**src/design/cache_macros.svh**
```systemverilog
`ifndef CACHE_MACROS_SVH
`define CACHE_MACROS_SVH

// data geometry
`define CACHE_WORD_W      32
`define CACHE_BLOCK_WORDS 4

// organization
`define CACHE_SETS        4
`define CACHE_WAYS        2

// address split, tag + index + offset = proc address
`define CACHE_TAG_W       26
`define CACHE_INDEX_W     2
`define CACHE_OFFSET_W    2

`define PROC_ADDR_W       30   // word address
`define MEM_ADDR_W        28   // block address

`endif
```
**src/design/cache_ctrl_pkg.sv**
```systemverilog
`include "cache_macros.svh"

package cache_ctrl_pkg;

    // miss handling FSM
    typedef enum logic [1:0] {
        IDLE      = 2'd0,
        WRITEBACK = 2'd1,   // dirty victim going out
        ALLOCATE  = 2'd2    // refill in flight
    } cache_state_t;

    typedef logic [$clog2(`CACHE_WAYS)-1:0] way_t;

endpackage

```
**src/design/cache_addr_pkg.sv**
```systemverilog
`include "cache_macros.svh"

package cache_addr_pkg;

    // processor word address and memory block address
    typedef logic [`PROC_ADDR_W-1:0] proc_addr_t;
    typedef logic [`MEM_ADDR_W-1:0]  mem_addr_t;

    // fields of a proc address
    typedef logic [`CACHE_TAG_W-1:0]    tag_t;
    typedef logic [`CACHE_INDEX_W-1:0]  index_t;
    typedef logic [`CACHE_OFFSET_W-1:0] offset_t;

    typedef logic [`CACHE_WORD_W-1:0] word_t;

    // word 0 sits in the low bits
    typedef logic [`CACHE_WORD_W*`CACHE_BLOCK_WORDS-1:0] block_t;

endpackage

```
**src/design/l1_cache.sv**
```systemverilog
`timescale 1ns/1ps
`include "cache_macros.svh"

module l1_cache (
    input  logic                       clk,
    input  logic                       proc_reset,
    input  logic                       proc_read,
    input  logic                       proc_write,
    input  cache_addr_pkg::proc_addr_t proc_addr,
    input  cache_addr_pkg::word_t      proc_wdata,
    input  cache_addr_pkg::block_t     mem_rdata,
    input  logic                       mem_ready,
    output logic                       proc_stall,
    output cache_addr_pkg::word_t      proc_rdata,
    output logic                       mem_read,
    output logic                       mem_write,
    output cache_addr_pkg::mem_addr_t  mem_addr,
    output cache_addr_pkg::block_t     mem_wdata
);

    cache_addr_pkg::tag_t    tag;
    cache_addr_pkg::index_t  index;
    cache_addr_pkg::offset_t offset;

    logic                   hit;
    logic                   victim_dirty;
    logic                   touch;
    logic                   fill;
    logic                   word_write;
    cache_ctrl_pkg::way_t   hit_way;
    cache_ctrl_pkg::way_t   victim_way;
    cache_ctrl_pkg::way_t   access_way;
    cache_addr_pkg::tag_t   victim_tag;
    cache_addr_pkg::block_t victim_block;

    // tag | index | word offset
    assign tag    = proc_addr[`PROC_ADDR_W-1 -: `CACHE_TAG_W];
    assign index  = proc_addr[`CACHE_OFFSET_W +: `CACHE_INDEX_W];
    assign offset = proc_addr[`CACHE_OFFSET_W-1:0];

    cache_tag_array u_tags (
        .clk          (clk),
        .proc_reset   (proc_reset),
        .index        (index),
        .tag          (tag),
        .touch        (touch),
        .fill         (fill),
        .access_way   (access_way),
        .set_dirty    (proc_write),
        .hit          (hit),
        .hit_way      (hit_way),
        .victim_way   (victim_way),
        .victim_dirty (victim_dirty),
        .victim_tag   (victim_tag)
    );

    cache_data_array u_data (
        .clk          (clk),
        .proc_reset   (proc_reset),
        .index        (index),
        .offset       (offset),
        .way          (access_way),
        .word_write   (word_write),
        .fill         (fill),
        .wdata        (proc_wdata),
        .fill_block   (mem_rdata),
        .merge_write  (proc_write),
        .rdata_word   (proc_rdata),
        .victim_block (victim_block)
    );

    cache_controller u_ctrl (
        .clk          (clk),
        .proc_reset   (proc_reset),
        .proc_read    (proc_read),
        .proc_write   (proc_write),
        .index        (index),
        .proc_addr    (proc_addr),
        .hit          (hit),
        .hit_way      (hit_way),
        .victim_way   (victim_way),
        .victim_dirty (victim_dirty),
        .victim_tag   (victim_tag),
        .victim_block (victim_block),
        .mem_ready    (mem_ready),
        .proc_stall   (proc_stall),
        .touch        (touch),
        .fill         (fill),
        .word_write   (word_write),
        .access_way   (access_way),
        .mem_read     (mem_read),
        .mem_write    (mem_write),
        .mem_addr     (mem_addr),
        .mem_wdata    (mem_wdata)
    );

endmodule

```
**src/design/cache_controller.sv**
```systemverilog
`timescale 1ns/1ps
`include "cache_macros.svh"

module cache_controller (
    input  logic                       clk,
    input  logic                       proc_reset,
    input  logic                       proc_read,
    input  logic                       proc_write,
    input  cache_addr_pkg::index_t     index,
    input  cache_addr_pkg::proc_addr_t proc_addr,
    input  logic                       hit,
    input  cache_ctrl_pkg::way_t       hit_way,
    input  cache_ctrl_pkg::way_t       victim_way,
    input  logic                       victim_dirty,
    input  cache_addr_pkg::tag_t       victim_tag,
    input  cache_addr_pkg::block_t     victim_block,
    input  logic                       mem_ready,
    output logic                       proc_stall,
    output logic                       touch,
    output logic                       fill,
    output logic                       word_write,
    output cache_ctrl_pkg::way_t       access_way,
    output logic                       mem_read,
    output logic                       mem_write,
    output cache_addr_pkg::mem_addr_t  mem_addr,
    output cache_addr_pkg::block_t     mem_wdata
);

    cache_ctrl_pkg::cache_state_t state;
    cache_ctrl_pkg::cache_state_t state_next;

    logic                      access;
    logic                      idle_miss;
    cache_addr_pkg::mem_addr_t refill_addr;

    assign access      = proc_read | proc_write;
    assign idle_miss   = (state == cache_ctrl_pkg::IDLE) && access && !hit;
    assign refill_addr = proc_addr[`PROC_ADDR_W-1:`CACHE_OFFSET_W];

    // hit way while serving a hit, victim way for everything else
    assign access_way = (state == cache_ctrl_pkg::IDLE && hit) ? hit_way : victim_way;

    always_comb begin
        state_next = state;
        proc_stall = 1'b0;
        touch      = 1'b0;
        fill       = 1'b0;
        word_write = 1'b0;
        case (state)
            cache_ctrl_pkg::IDLE: begin
                if (access && hit) begin
                    touch      = 1'b1;
                    word_write = proc_write;
                end else if (access) begin
                    proc_stall = 1'b1;
                    state_next = victim_dirty ? cache_ctrl_pkg::WRITEBACK
                                              : cache_ctrl_pkg::ALLOCATE;
                end
            end
            cache_ctrl_pkg::WRITEBACK: begin
                proc_stall = 1'b1;
                if (mem_ready) begin
                    state_next = cache_ctrl_pkg::ALLOCATE;
                end
            end
            cache_ctrl_pkg::ALLOCATE: begin
                proc_stall = !mem_ready;   // released in the refill cycle
                if (mem_ready) begin
                    fill       = 1'b1;
                    touch      = 1'b1;
                    state_next = cache_ctrl_pkg::IDLE;
                end
            end
            default: begin
                state_next = cache_ctrl_pkg::IDLE;
            end
        endcase
    end

    // state and request strobes
    always_ff @(posedge clk) begin
        if (proc_reset) begin
            state     <= cache_ctrl_pkg::IDLE;
            mem_read  <= 1'b0;
            mem_write <= 1'b0;
        end else begin
            state <= state_next;
            if (idle_miss) begin
                mem_write <= victim_dirty;
                mem_read  <= !victim_dirty;
            end else if (state == cache_ctrl_pkg::WRITEBACK && mem_ready) begin
                mem_write <= 1'b0;
                mem_read  <= 1'b1;   // refill follows the write-back
            end else if (state == cache_ctrl_pkg::ALLOCATE && mem_ready) begin
                mem_read <= 1'b0;
            end
        end
    end

    // request address and data, held until mem_ready
    always_ff @(posedge clk) begin
        if (idle_miss) begin
            mem_addr  <= victim_dirty ? {victim_tag, index} : refill_addr;
            mem_wdata <= victim_block;
        end else if (state == cache_ctrl_pkg::WRITEBACK && mem_ready) begin
            mem_addr <= refill_addr;
        end
    end

    a_no_rw_overlap : assert property (
        @(posedge clk) disable iff (proc_reset) !(mem_read && mem_write)
    ) else $error("controller: mem_read and mem_write both high");

    // write-back request only up in WRITEBACK, processor held off meanwhile
    a_wb_stalls : assert property (
        @(posedge clk) disable iff (proc_reset)
        mem_write |-> (proc_stall && state == cache_ctrl_pkg::WRITEBACK)
    ) else $error("controller: write-back request without stall or outside WRITEBACK");

endmodule

```
**src/design/cache_data_array.sv**
```systemverilog
`timescale 1ns/1ps
`include "cache_macros.svh"

module cache_data_array (
    input  logic                    clk,
    input  logic                    proc_reset,
    input  cache_addr_pkg::index_t  index,
    input  cache_addr_pkg::offset_t offset,
    input  cache_ctrl_pkg::way_t    way,
    input  logic                    word_write,
    input  logic                    fill,
    input  cache_addr_pkg::word_t   wdata,
    input  cache_addr_pkg::block_t  fill_block,
    input  logic                    merge_write,
    output cache_addr_pkg::word_t   rdata_word,
    output cache_addr_pkg::block_t  victim_block
);

    cache_addr_pkg::block_t store [`CACHE_SETS][`CACHE_WAYS];

    cache_addr_pkg::block_t stored_block;
    cache_addr_pkg::block_t merged_block;

    assign stored_block = store[index][way];
    assign victim_block = stored_block;   // way points at the victim on a miss

    // refill data with the write word dropped in
    always_comb begin
        merged_block = fill_block;
        if (merge_write) begin
            merged_block[offset*`CACHE_WORD_W +: `CACHE_WORD_W] = wdata;
        end
    end

    // read miss takes its word straight from the refill
    always_comb begin
        if (fill) begin
            rdata_word = merged_block[offset*`CACHE_WORD_W +: `CACHE_WORD_W];
        end else begin
            rdata_word = stored_block[offset*`CACHE_WORD_W +: `CACHE_WORD_W];
        end
    end

    always_ff @(posedge clk) begin
        if (fill) begin
            store[index][way] <= merged_block;
        end else if (word_write) begin
            store[index][way][offset*`CACHE_WORD_W +: `CACHE_WORD_W] <= wdata;
        end
    end

    // controller only writes on a hit or on a refill, never both
    a_one_update : assert property (
        @(posedge clk) disable iff (proc_reset) !(word_write && fill)
    ) else $error("data array: word write and fill in the same cycle");

endmodule

```
**src/design/cache_tag_array.sv**
```systemverilog
`timescale 1ns/1ps
`include "cache_macros.svh"

module cache_tag_array (
    input  logic                   clk,
    input  logic                   proc_reset,
    input  cache_addr_pkg::index_t index,
    input  cache_addr_pkg::tag_t   tag,
    input  logic                   touch,
    input  logic                   fill,
    input  cache_ctrl_pkg::way_t   access_way,
    input  logic                   set_dirty,
    output logic                   hit,
    output cache_ctrl_pkg::way_t   hit_way,
    output cache_ctrl_pkg::way_t   victim_way,
    output logic                   victim_dirty,
    output cache_addr_pkg::tag_t   victim_tag
);

    cache_addr_pkg::tag_t   tag_q   [`CACHE_SETS][`CACHE_WAYS];
    logic [`CACHE_WAYS-1:0] valid_q [`CACHE_SETS];
    logic [`CACHE_WAYS-1:0] dirty_q [`CACHE_SETS];
    logic [`CACHE_WAYS-1:0] used_q  [`CACHE_SETS];

    logic [`CACHE_WAYS-1:0] way_hit;
    logic [`CACHE_WAYS-1:0] touch_mask;

    // compare every way of the selected set
    always_comb begin
        hit_way = '0;
        for (int w = 0; w < `CACHE_WAYS; w++) begin
            way_hit[w] = valid_q[index][w] && (tag_q[index][w] == tag);
            if (way_hit[w]) begin
                hit_way = cache_ctrl_pkg::way_t'(w);
            end
        end
    end

    assign hit = |way_hit;

    // way 0 used last means way 1 is the older one
    assign victim_way   = cache_ctrl_pkg::way_t'(used_q[index][0]);
    assign victim_dirty = valid_q[index][victim_way] && dirty_q[index][victim_way];
    assign victim_tag   = tag_q[index][victim_way];

    always_comb begin
        touch_mask             = '0;
        touch_mask[access_way] = 1'b1;
    end

    always_ff @(posedge clk) begin
        if (proc_reset) begin
            for (int s = 0; s < `CACHE_SETS; s++) begin
                valid_q[s] <= '0;
                dirty_q[s] <= '0;
                used_q[s]  <= '0;
            end
        end else begin
            if (touch) begin
                used_q[index] <= touch_mask;   // only the touched way stays marked
                if (set_dirty) begin
                    dirty_q[index][access_way] <= 1'b1;
                end
            end
            if (fill) begin
                valid_q[index][access_way] <= 1'b1;
                dirty_q[index][access_way] <= set_dirty;   // write miss allocates dirty
            end
        end
    end

    // tags only change on a refill
    always_ff @(posedge clk) begin
        if (fill) begin
            tag_q[index][access_way] <= tag;
        end
    end

    // a block lives in at most one way, since fills only follow a miss
    a_single_hit : assert property (
        @(posedge clk) disable iff (proc_reset) $onehot0(way_hit)
    ) else $error("tag array: block resident in more than one way");

endmodule

```
**config.mk**
```make
export PLATFORM = sky130hd
export DESIGN_NAME = l1_cache
export DESIGN_NICKNAME = d
export VERILOG_FILES = /design/src/design/cache_ctrl_pkg.sv /design/src/design/cache_addr_pkg.sv /design/src/design/l1_cache.sv /design/src/design/cache_controller.sv /design/src/design/cache_data_array.sv /design/src/design/cache_tag_array.sv
export VERILOG_INCLUDE_DIRS = /design/src /design/src/design
export SDC_FILE = /design/constraint.sdc
export NUM_CORES = 2
export LEC_CHECK = 0
export ABC_AREA = 1
export BUFFER_PORTS_ARGS = -buffer_cell sky130_fd_sc_hd__buf_2
export CAP_MARGIN = 20
export CORE_MARGIN = 8
export CORE_UTILIZATION = 35
export DETAILED_ROUTE_END_ITERATION = 8
export SETUP_SLACK_MARGIN = 0.05
export SYNTH_ARGS = -nofsm -noshare
export SYNTH_HDL_FRONTEND = slang
export SYNTH_HIERARCHICAL = 1
export SYNTH_SLANG_ARGS = --single-unit
```
**constraint.sdc**
```tcl
create_clock -name clk -period 13.45 [get_ports clk]
set_clock_uncertainty 0.1 [all_clocks]
set_input_delay 2.0175 -clock clk [delete_from_list [all_inputs] [get_ports clk]]
set_output_delay 2.0175 -clock clk [all_outputs]
set_load 0.02 [all_outputs]
```
# Word-level counts from Yosys, hierarchy flattened
# Memory sizes are Yosys's and may differ from the RTL's.
# Index checks and enable logic that the tools add are counted.
[word_totals]
register_bits = 160
latchBits = 0
ram_bits = 1256
rom_bits = 0
in_bits = 195
output_inout_bits = 191
elab_cells = 642
memories = 5
[memory_table]
columns = ["memory", "words", "word_bits", "read_ports", "rd_ports_with_merged_regs", "wr", "line", "source"]
rows = [
  ["u_data.store", 4, 256, 1, 0, 1, "cache_data_array.sv:19", "cache_addr_pkg::block_t store [`CACHE_SETS][`CACHE_WAYS];"],
  ["u_tags.tag_q", 4, 52, 1, 0, 1, "cache_tag_array.sv:20", "cache_addr_pkg::tag_t tag_q [`CACHE_SETS][`CACHE_WAYS];"],
  ["u_tags.dirty_q", 4, 2, 1, 0, 4, "cache_tag_array.sv:22", "logic [`CACHE_WAYS-1:0] dirty_q [`CACHE_SETS];"],
  ["u_tags.used_q", 4, 2, 1, 0, 4, "cache_tag_array.sv:23", "logic [`CACHE_WAYS-1:0] used_q [`CACHE_SETS];"],
  ["u_tags.valid_q", 4, 2, 1, 0, 4, "cache_tag_array.sv:21", "logic [`CACHE_WAYS-1:0] valid_q [`CACHE_SETS];"],
]
[classes]
n_addsub = 1
mul = 0
div = 0
order_cmp = 6
eq_ne = 8
shifts = 4
muxes = 330
bitwise = 261
reduce_logical = 22
[op_table]
columns = ["op", "n"]
rows = [
  ["$mux 128", 6],
  ["$mux 256", 2],
  ["$mux 1", 290],
  ["$or 1x1->1", 259],
  ["$demux 128 s1", 2],
  ["$shiftx 128x8->32", 2],
  ["$bwmux 128", 1],
  ["$shift 32x34->128 const A", 1],
  ["$shiftx 32x34->128", 1],
  ["$mux 26", 4],
  ["$mux 28", 3],
  ["$eq 26x26->1", 2],
  ["$mux 52", 1],
  ["$neg 7->34", 1],
  ["$mux 32", 1],
  ["$mux 2", 15],
  ["$demux 26 s1", 1],
  ["$logic_and 1x1->1", 11],
  ["$reduce_or 2->1", 4],
  ["$ne 2x2->1 const B", 3],
  ["$pmux 2 s3", 1],
  ["$ge 2x2->1 const B", 2],
  ["$lt 1x2->1 const B", 2],
  ["$not 1->2", 2],
  ["other kinds (13)", 15],
]

# Depth between registers and ports, before layout
# An unclocked memory read counts as a cell.
[logic_depth]
depth_word = 14
depth_mapped = 30
ltp_nobuf = 26

# Hierarchy
# The synthesis kept the hierarchy.
[modules_own_cells]
columns = ["module", "n_inst", "cells_each", "area_per_inst_um2", "seq_area_each_um2"]
rows = [
  ["cache_data_array", 1, 5642, 49996.7, 30749.5],
  ["cache_tag_array", 1, 1099, 10506.3, 6846.6],
  ["cache_controller", 1, 292, 5361.4, 4764.6],
]

# Worst setup path after synthesis
# OpenSTA, ideal clock, no wires.
[synth_timing]
kind = "in2out"
start = "input proc_addr[2]"
end = "output proc_rdata[18]"
arrival_ns = 4.639
t_required_ns = 11.332
slack_ns = 6.694
cell_stages = 26
n_path_buf = 6
cell_sequence = "buf_6 buf_6 buf_6 nand2_1 nand2_1 nand2_1 nand2_1 a21oi_1 nand2_1 nor2_1 nand2_1 nor2_1 nand2_1 nand2_1 nand3_1 nand2_1 buf_2 clkbuf_1 clkbuf_1 nand4_1 nand2_1 nand2_1 nand2_1 nand2_1 nand2_1 nand2_1"
[synth_via]
elab_chain_len = 12
elab_cells_between_ends = 18
cone_classes = "eq/ne (2); shift (1); mux (6); bitwise (1); reduce/logical (4); memory (4)"
[synth_rtl]
columns = ["element", "line", "source"]
rows = [
  ["start: declaration", "l1_cache.sv:9", "input cache_addr_pkg::proc_addr_t proc_addr,"],
  ["$mem_v2 4x52", "--", ""],
  ["$eq 26x26->1", "cache_tag_array.sv:32", "way_hit[w] = valid_q[index][w] && (tag_q[index][w] == tag);"],
  ["$logic_and 1x1->1", "cache_tag_array.sv:32", ""],
  ["$reduce_or 2->1 *", "cache_tag_array.sv:39", "assign hit = |way_hit;"],
  ["net hit", "l1_cache.sv:25", "logic hit;"],
  ["$logic_and 1x1->1 *", "cache_controller.sv:41", "assign access_way = (state == cache_ctrl_pkg::IDLE && hit) ? hit_way : victim_way;"],
  ["$mux 1 *", "cache_controller.sv:41", ""],
  ["net access_way", "l1_cache.sv:32", "cache_ctrl_pkg::way_t access_way;"],
  ["$not 1->2 (implied by the code) *", "cache_data_array.sv:24", "assign stored_block = store[index][way];"],
  ["$mux 128 (implied by the code) * (3 in a row)", "cache_data_array.sv:24", ""],
  ["$shiftx 128x8->32 *", "cache_data_array.sv:40", "rdata_word = stored_block[offset*`CACHE_WORD_W +: `CACHE_WORD_W];"],
  ["$mux 32 *", "cache_data_array.sv:37", "if (fill) begin"],
  ["end: declaration", "l1_cache.sv:14", "output cache_addr_pkg::word_t proc_rdata,"],
]
# Mark *: on every way through the listed nets, which the timed path passes. The rest lies on a longest branch. The select of a mux whose other input is x is not followed.

# Final worst setup path
[layout_timing]
start = "input proc_addr[2]"
end = "output proc_rdata[15]"
# Same word-level chain as after synthesis.

==> impl_metrics.tcl <==
set metrics [dict create \
    syn_inst 7033 \
    maxCapViolCount 0 \
    num_io_pins 386 \
    cts_setup_buffers 0 \
    dr.first_iter.drc_count 7015 \
    reg2reg_depth 22 \
    initial_core_util_pct 35.1 \
    syn_to_final_growth_pct 14.6 \
    power_density_mw_per_mm2 144 \
    ctsHoldBuffers 0 \
    worst_setup_path_end_kind "output pin" \
    fin_crit_sh_pct 76.3 \
    io_buffers 385 \
    first_pass_iters 7 \
    multi_input_area_mm2 0.0200 \
    min_path_type "reg -> reg" \
    fillers 18200 \
    slew_violations 0 \
    max_freq_mhz 97.4 \
    dp_hpwl_mm 166 \
    setup_viol 0 \
    ys_seq_elements 1412 \
    cp.required_ns 11.33 \
    irDropWorstVdd_v 0.000117 \
    place.gp.congestion 1.02 \
    syn-num-nets 7233 \
    min_period_ns 10.27 \
    wl_mm 259 \
    grt_pass1_wl_mm 363 \
    grt.overflow.total 0 \
    hold_violations 0 \
    root_buffer "clkbuf_16" \
    worst_slew_pin_slew_ns 1.19 \
    fin_cells 9935 \
    final_layout_size_suffix_gt1_share_pct 10.4 \
    cp-start-kind "primary input" \
    fin_ws_ns 3.18 \
    seq_area_frac_synth_pct 64.3 \
    fp.dieW_um 450 \
    num_vias 53200 \
    grt_max_degree 173 \
    clock_sinks 1412 \
    wire_per_inst_um 26.1 \
    p_leak_uw 0.0310 \
    clkTransAtPathRegs_ns 0.06 \
    nets 7481 \
    postRouteAntennaNets 0 \
    htreeDepth 4 \
    yosysWarningCount 6 \
    regArea_mm2 0.0424 \
    core_mm2 0.187 \
    grtUsageTotal_pct 24.5 \
    synthDistinctLibCells 36 \
    slew_headroom_pct 20.9 \
    synth_area_mm2 0.0659 \
    grt_pass1_vias 49000 \
    rsz0062_at_grt "no" \
    cts_buffer_depth 3 \
    vias_per_cell 5.35 \
    dieArea_mm2 0.202 \
    placed_cells 9617 \
    path_class "in -> out" \
    rows 159 \
    cts_resized 0 \
    avgSynthCellArea_um2 9.37 \
    antenna_found_initial 28 \
    cts_tree "yes" \
    drcViolationCount 0 \
    die_y_um 450 \
    critPathMaxFanout 91 \
    min_path_cells 2 \
    cts_made_buffers 157 \
    outcome "finished, final reports clean" \
    finalSetupTns_ns 0 \
    critPathArrivalTime_ns 8.15 \
    pre_cts_ws_ns 3.41 \
    worstSkewPairLatency_ns 0.82 \
]
[worst max-delay path: stages]
cell     delay, ns
buf_8         0.42
inv_4         0.51
nor2_1        0.88
nand2_1       0.13
nand2_1       0.11
nor2_1        0.07
a21oi_1       0.11
nand2_1       0.06
nor2_1        0.11
nand2_1       0.09
nor2_1        0.11
nand2_1       0.07
nand2_1       0.12
nand2_1       0.10
nand2_1       0.12
nand2_4       0.21
inv_6         0.50
buf_4         0.68
a21oi_1       0.08
nand3_1       0.10
nand2_1       0.09
nand2_1       0.09
nand2_1       0.15
nand2_1       0.10
nand2_1       0.07
nand2_1       0.33
buf_2         0.24
[layout make-up]
cell class | count | area share (%)
diodes | 32 | 0.106
clock buffers | 195 | 5.51
clock inverters | 91 | 1.39
inverters | 522 | 2.64
multi-input cells | 4704 | 26.5
flip-flops and latches | 1412 | 56.1
well taps | 2495 | 4.14
repair buffers | 484 | 3.60
[synth_stat cells (all sizes together)]
master  count  area, um2
nand4     158        988
nor3       13       65.1
nand3     430       2160
a22oi      14        105
a221oi      1       8.76
a21oi      40        200
ha          5       62.6
nand2    3287      12300
clkinv      2       7.51
clkbuf    187        702
a22o        1       8.76
a31oi      26        163
dfxtp       4       80.1
nor2      256        983
nand3b      5       37.5
o211ai      5       37.5
buf       208       1150
a21boi     60        450
and2       30        188
o21a        3       22.5
edfxtp   1408      42300
o21ai     368       1840
inv       520       1960
o22ai       1       6.26
nor4        1       6.26
[state kept, by name (all words and copies together), names as in the netlist]
| signal | cells |
|---|---|
| u_ctrl/mem_write | 1 |
| u_data/store | 1024 |
| u_ctrl/mem_read | 1 |
| u_ctrl/mem_addr | 28 |
| u_tags/valid_q | 8 |
| u_ctrl/state | 2 |
| u_ctrl/mem_wdata | 128 |
| u_tags/used_q | 4 |
| u_tags/dirty_q | 8 |
| u_tags/tag_q | 208 |
[worst paths after layout]
path	from	end	slack [ns]
max	proc_addr[2]	proc_rdata[15]	3.18
min	u_ctrl/mem_write$_SDFFE_PP0P_	u_ctrl/mem_write$_SDFFE_PP0P_	0.39
max reg2reg	u_tags/tag_q[2][1]$_DFFE_PP_	u_data/store[2][120]$_DFFE_PP_	7.55
min reg2reg	u_ctrl/mem_write$_SDFFE_PP0P_	u_ctrl/mem_write$_SDFFE_PP0P_	0.39
[through the flow]
step                power, uW  area, um2  hold WS, ns  utilization [%]
floorplan                5890      65900        0.444                -
global placement         6530      70200        0.379             37.5
detailed placement       6540      70200        0.375             37.5
CTS                     10900      75400        0.383             40.2
global route            11200      75500        0.427             40.3
finish                  10900      75500        0.387             40.3
[logic make-up after synthesis]
group	after synthesis	synth area share (%)
compound gates	519	4.32
fa+ha+maj	5	0.0950
flops	1412	64.3
simple gates	4180	25.5
buf+inv	917	5.79
[cells in the final DEF, fill, tap and decap left out, types with 40 or more instances in the layout]
cell type	instances
nor2_1	210
buf_4	98
o21ai_1	45
nand3_1	429
nand2_1	3282
nand4_1	158
clkbuf_16	161
o21ai_0	323
inv_1	505
a21boi_0	60
buf_2	382
a21oi_1	40
edfxtp_1	1408
[report_power, final]
group | leakage (uW) | switching, uW | internal (uW)
Combinational | 0.0156 | 1120 | 296
Sequential | 0.0129 | 36.1 | 5020
Clock | 0.00252 | 1820 | 2570
Total | 0.0310 | 2970 | 7880
[layer usage]
layer,routed length [um],GRT usage (%),share of wire (%),vias up
met5,13,0,0.0050,-
met4,22300,18.1,8.6,2
li1,-,-,-,23800
met1,96400,30.8,37,25500
met2,114000,37.1,44,3230
met3,26400,5.21,10,653
Power figures use the tool's default switching activity.
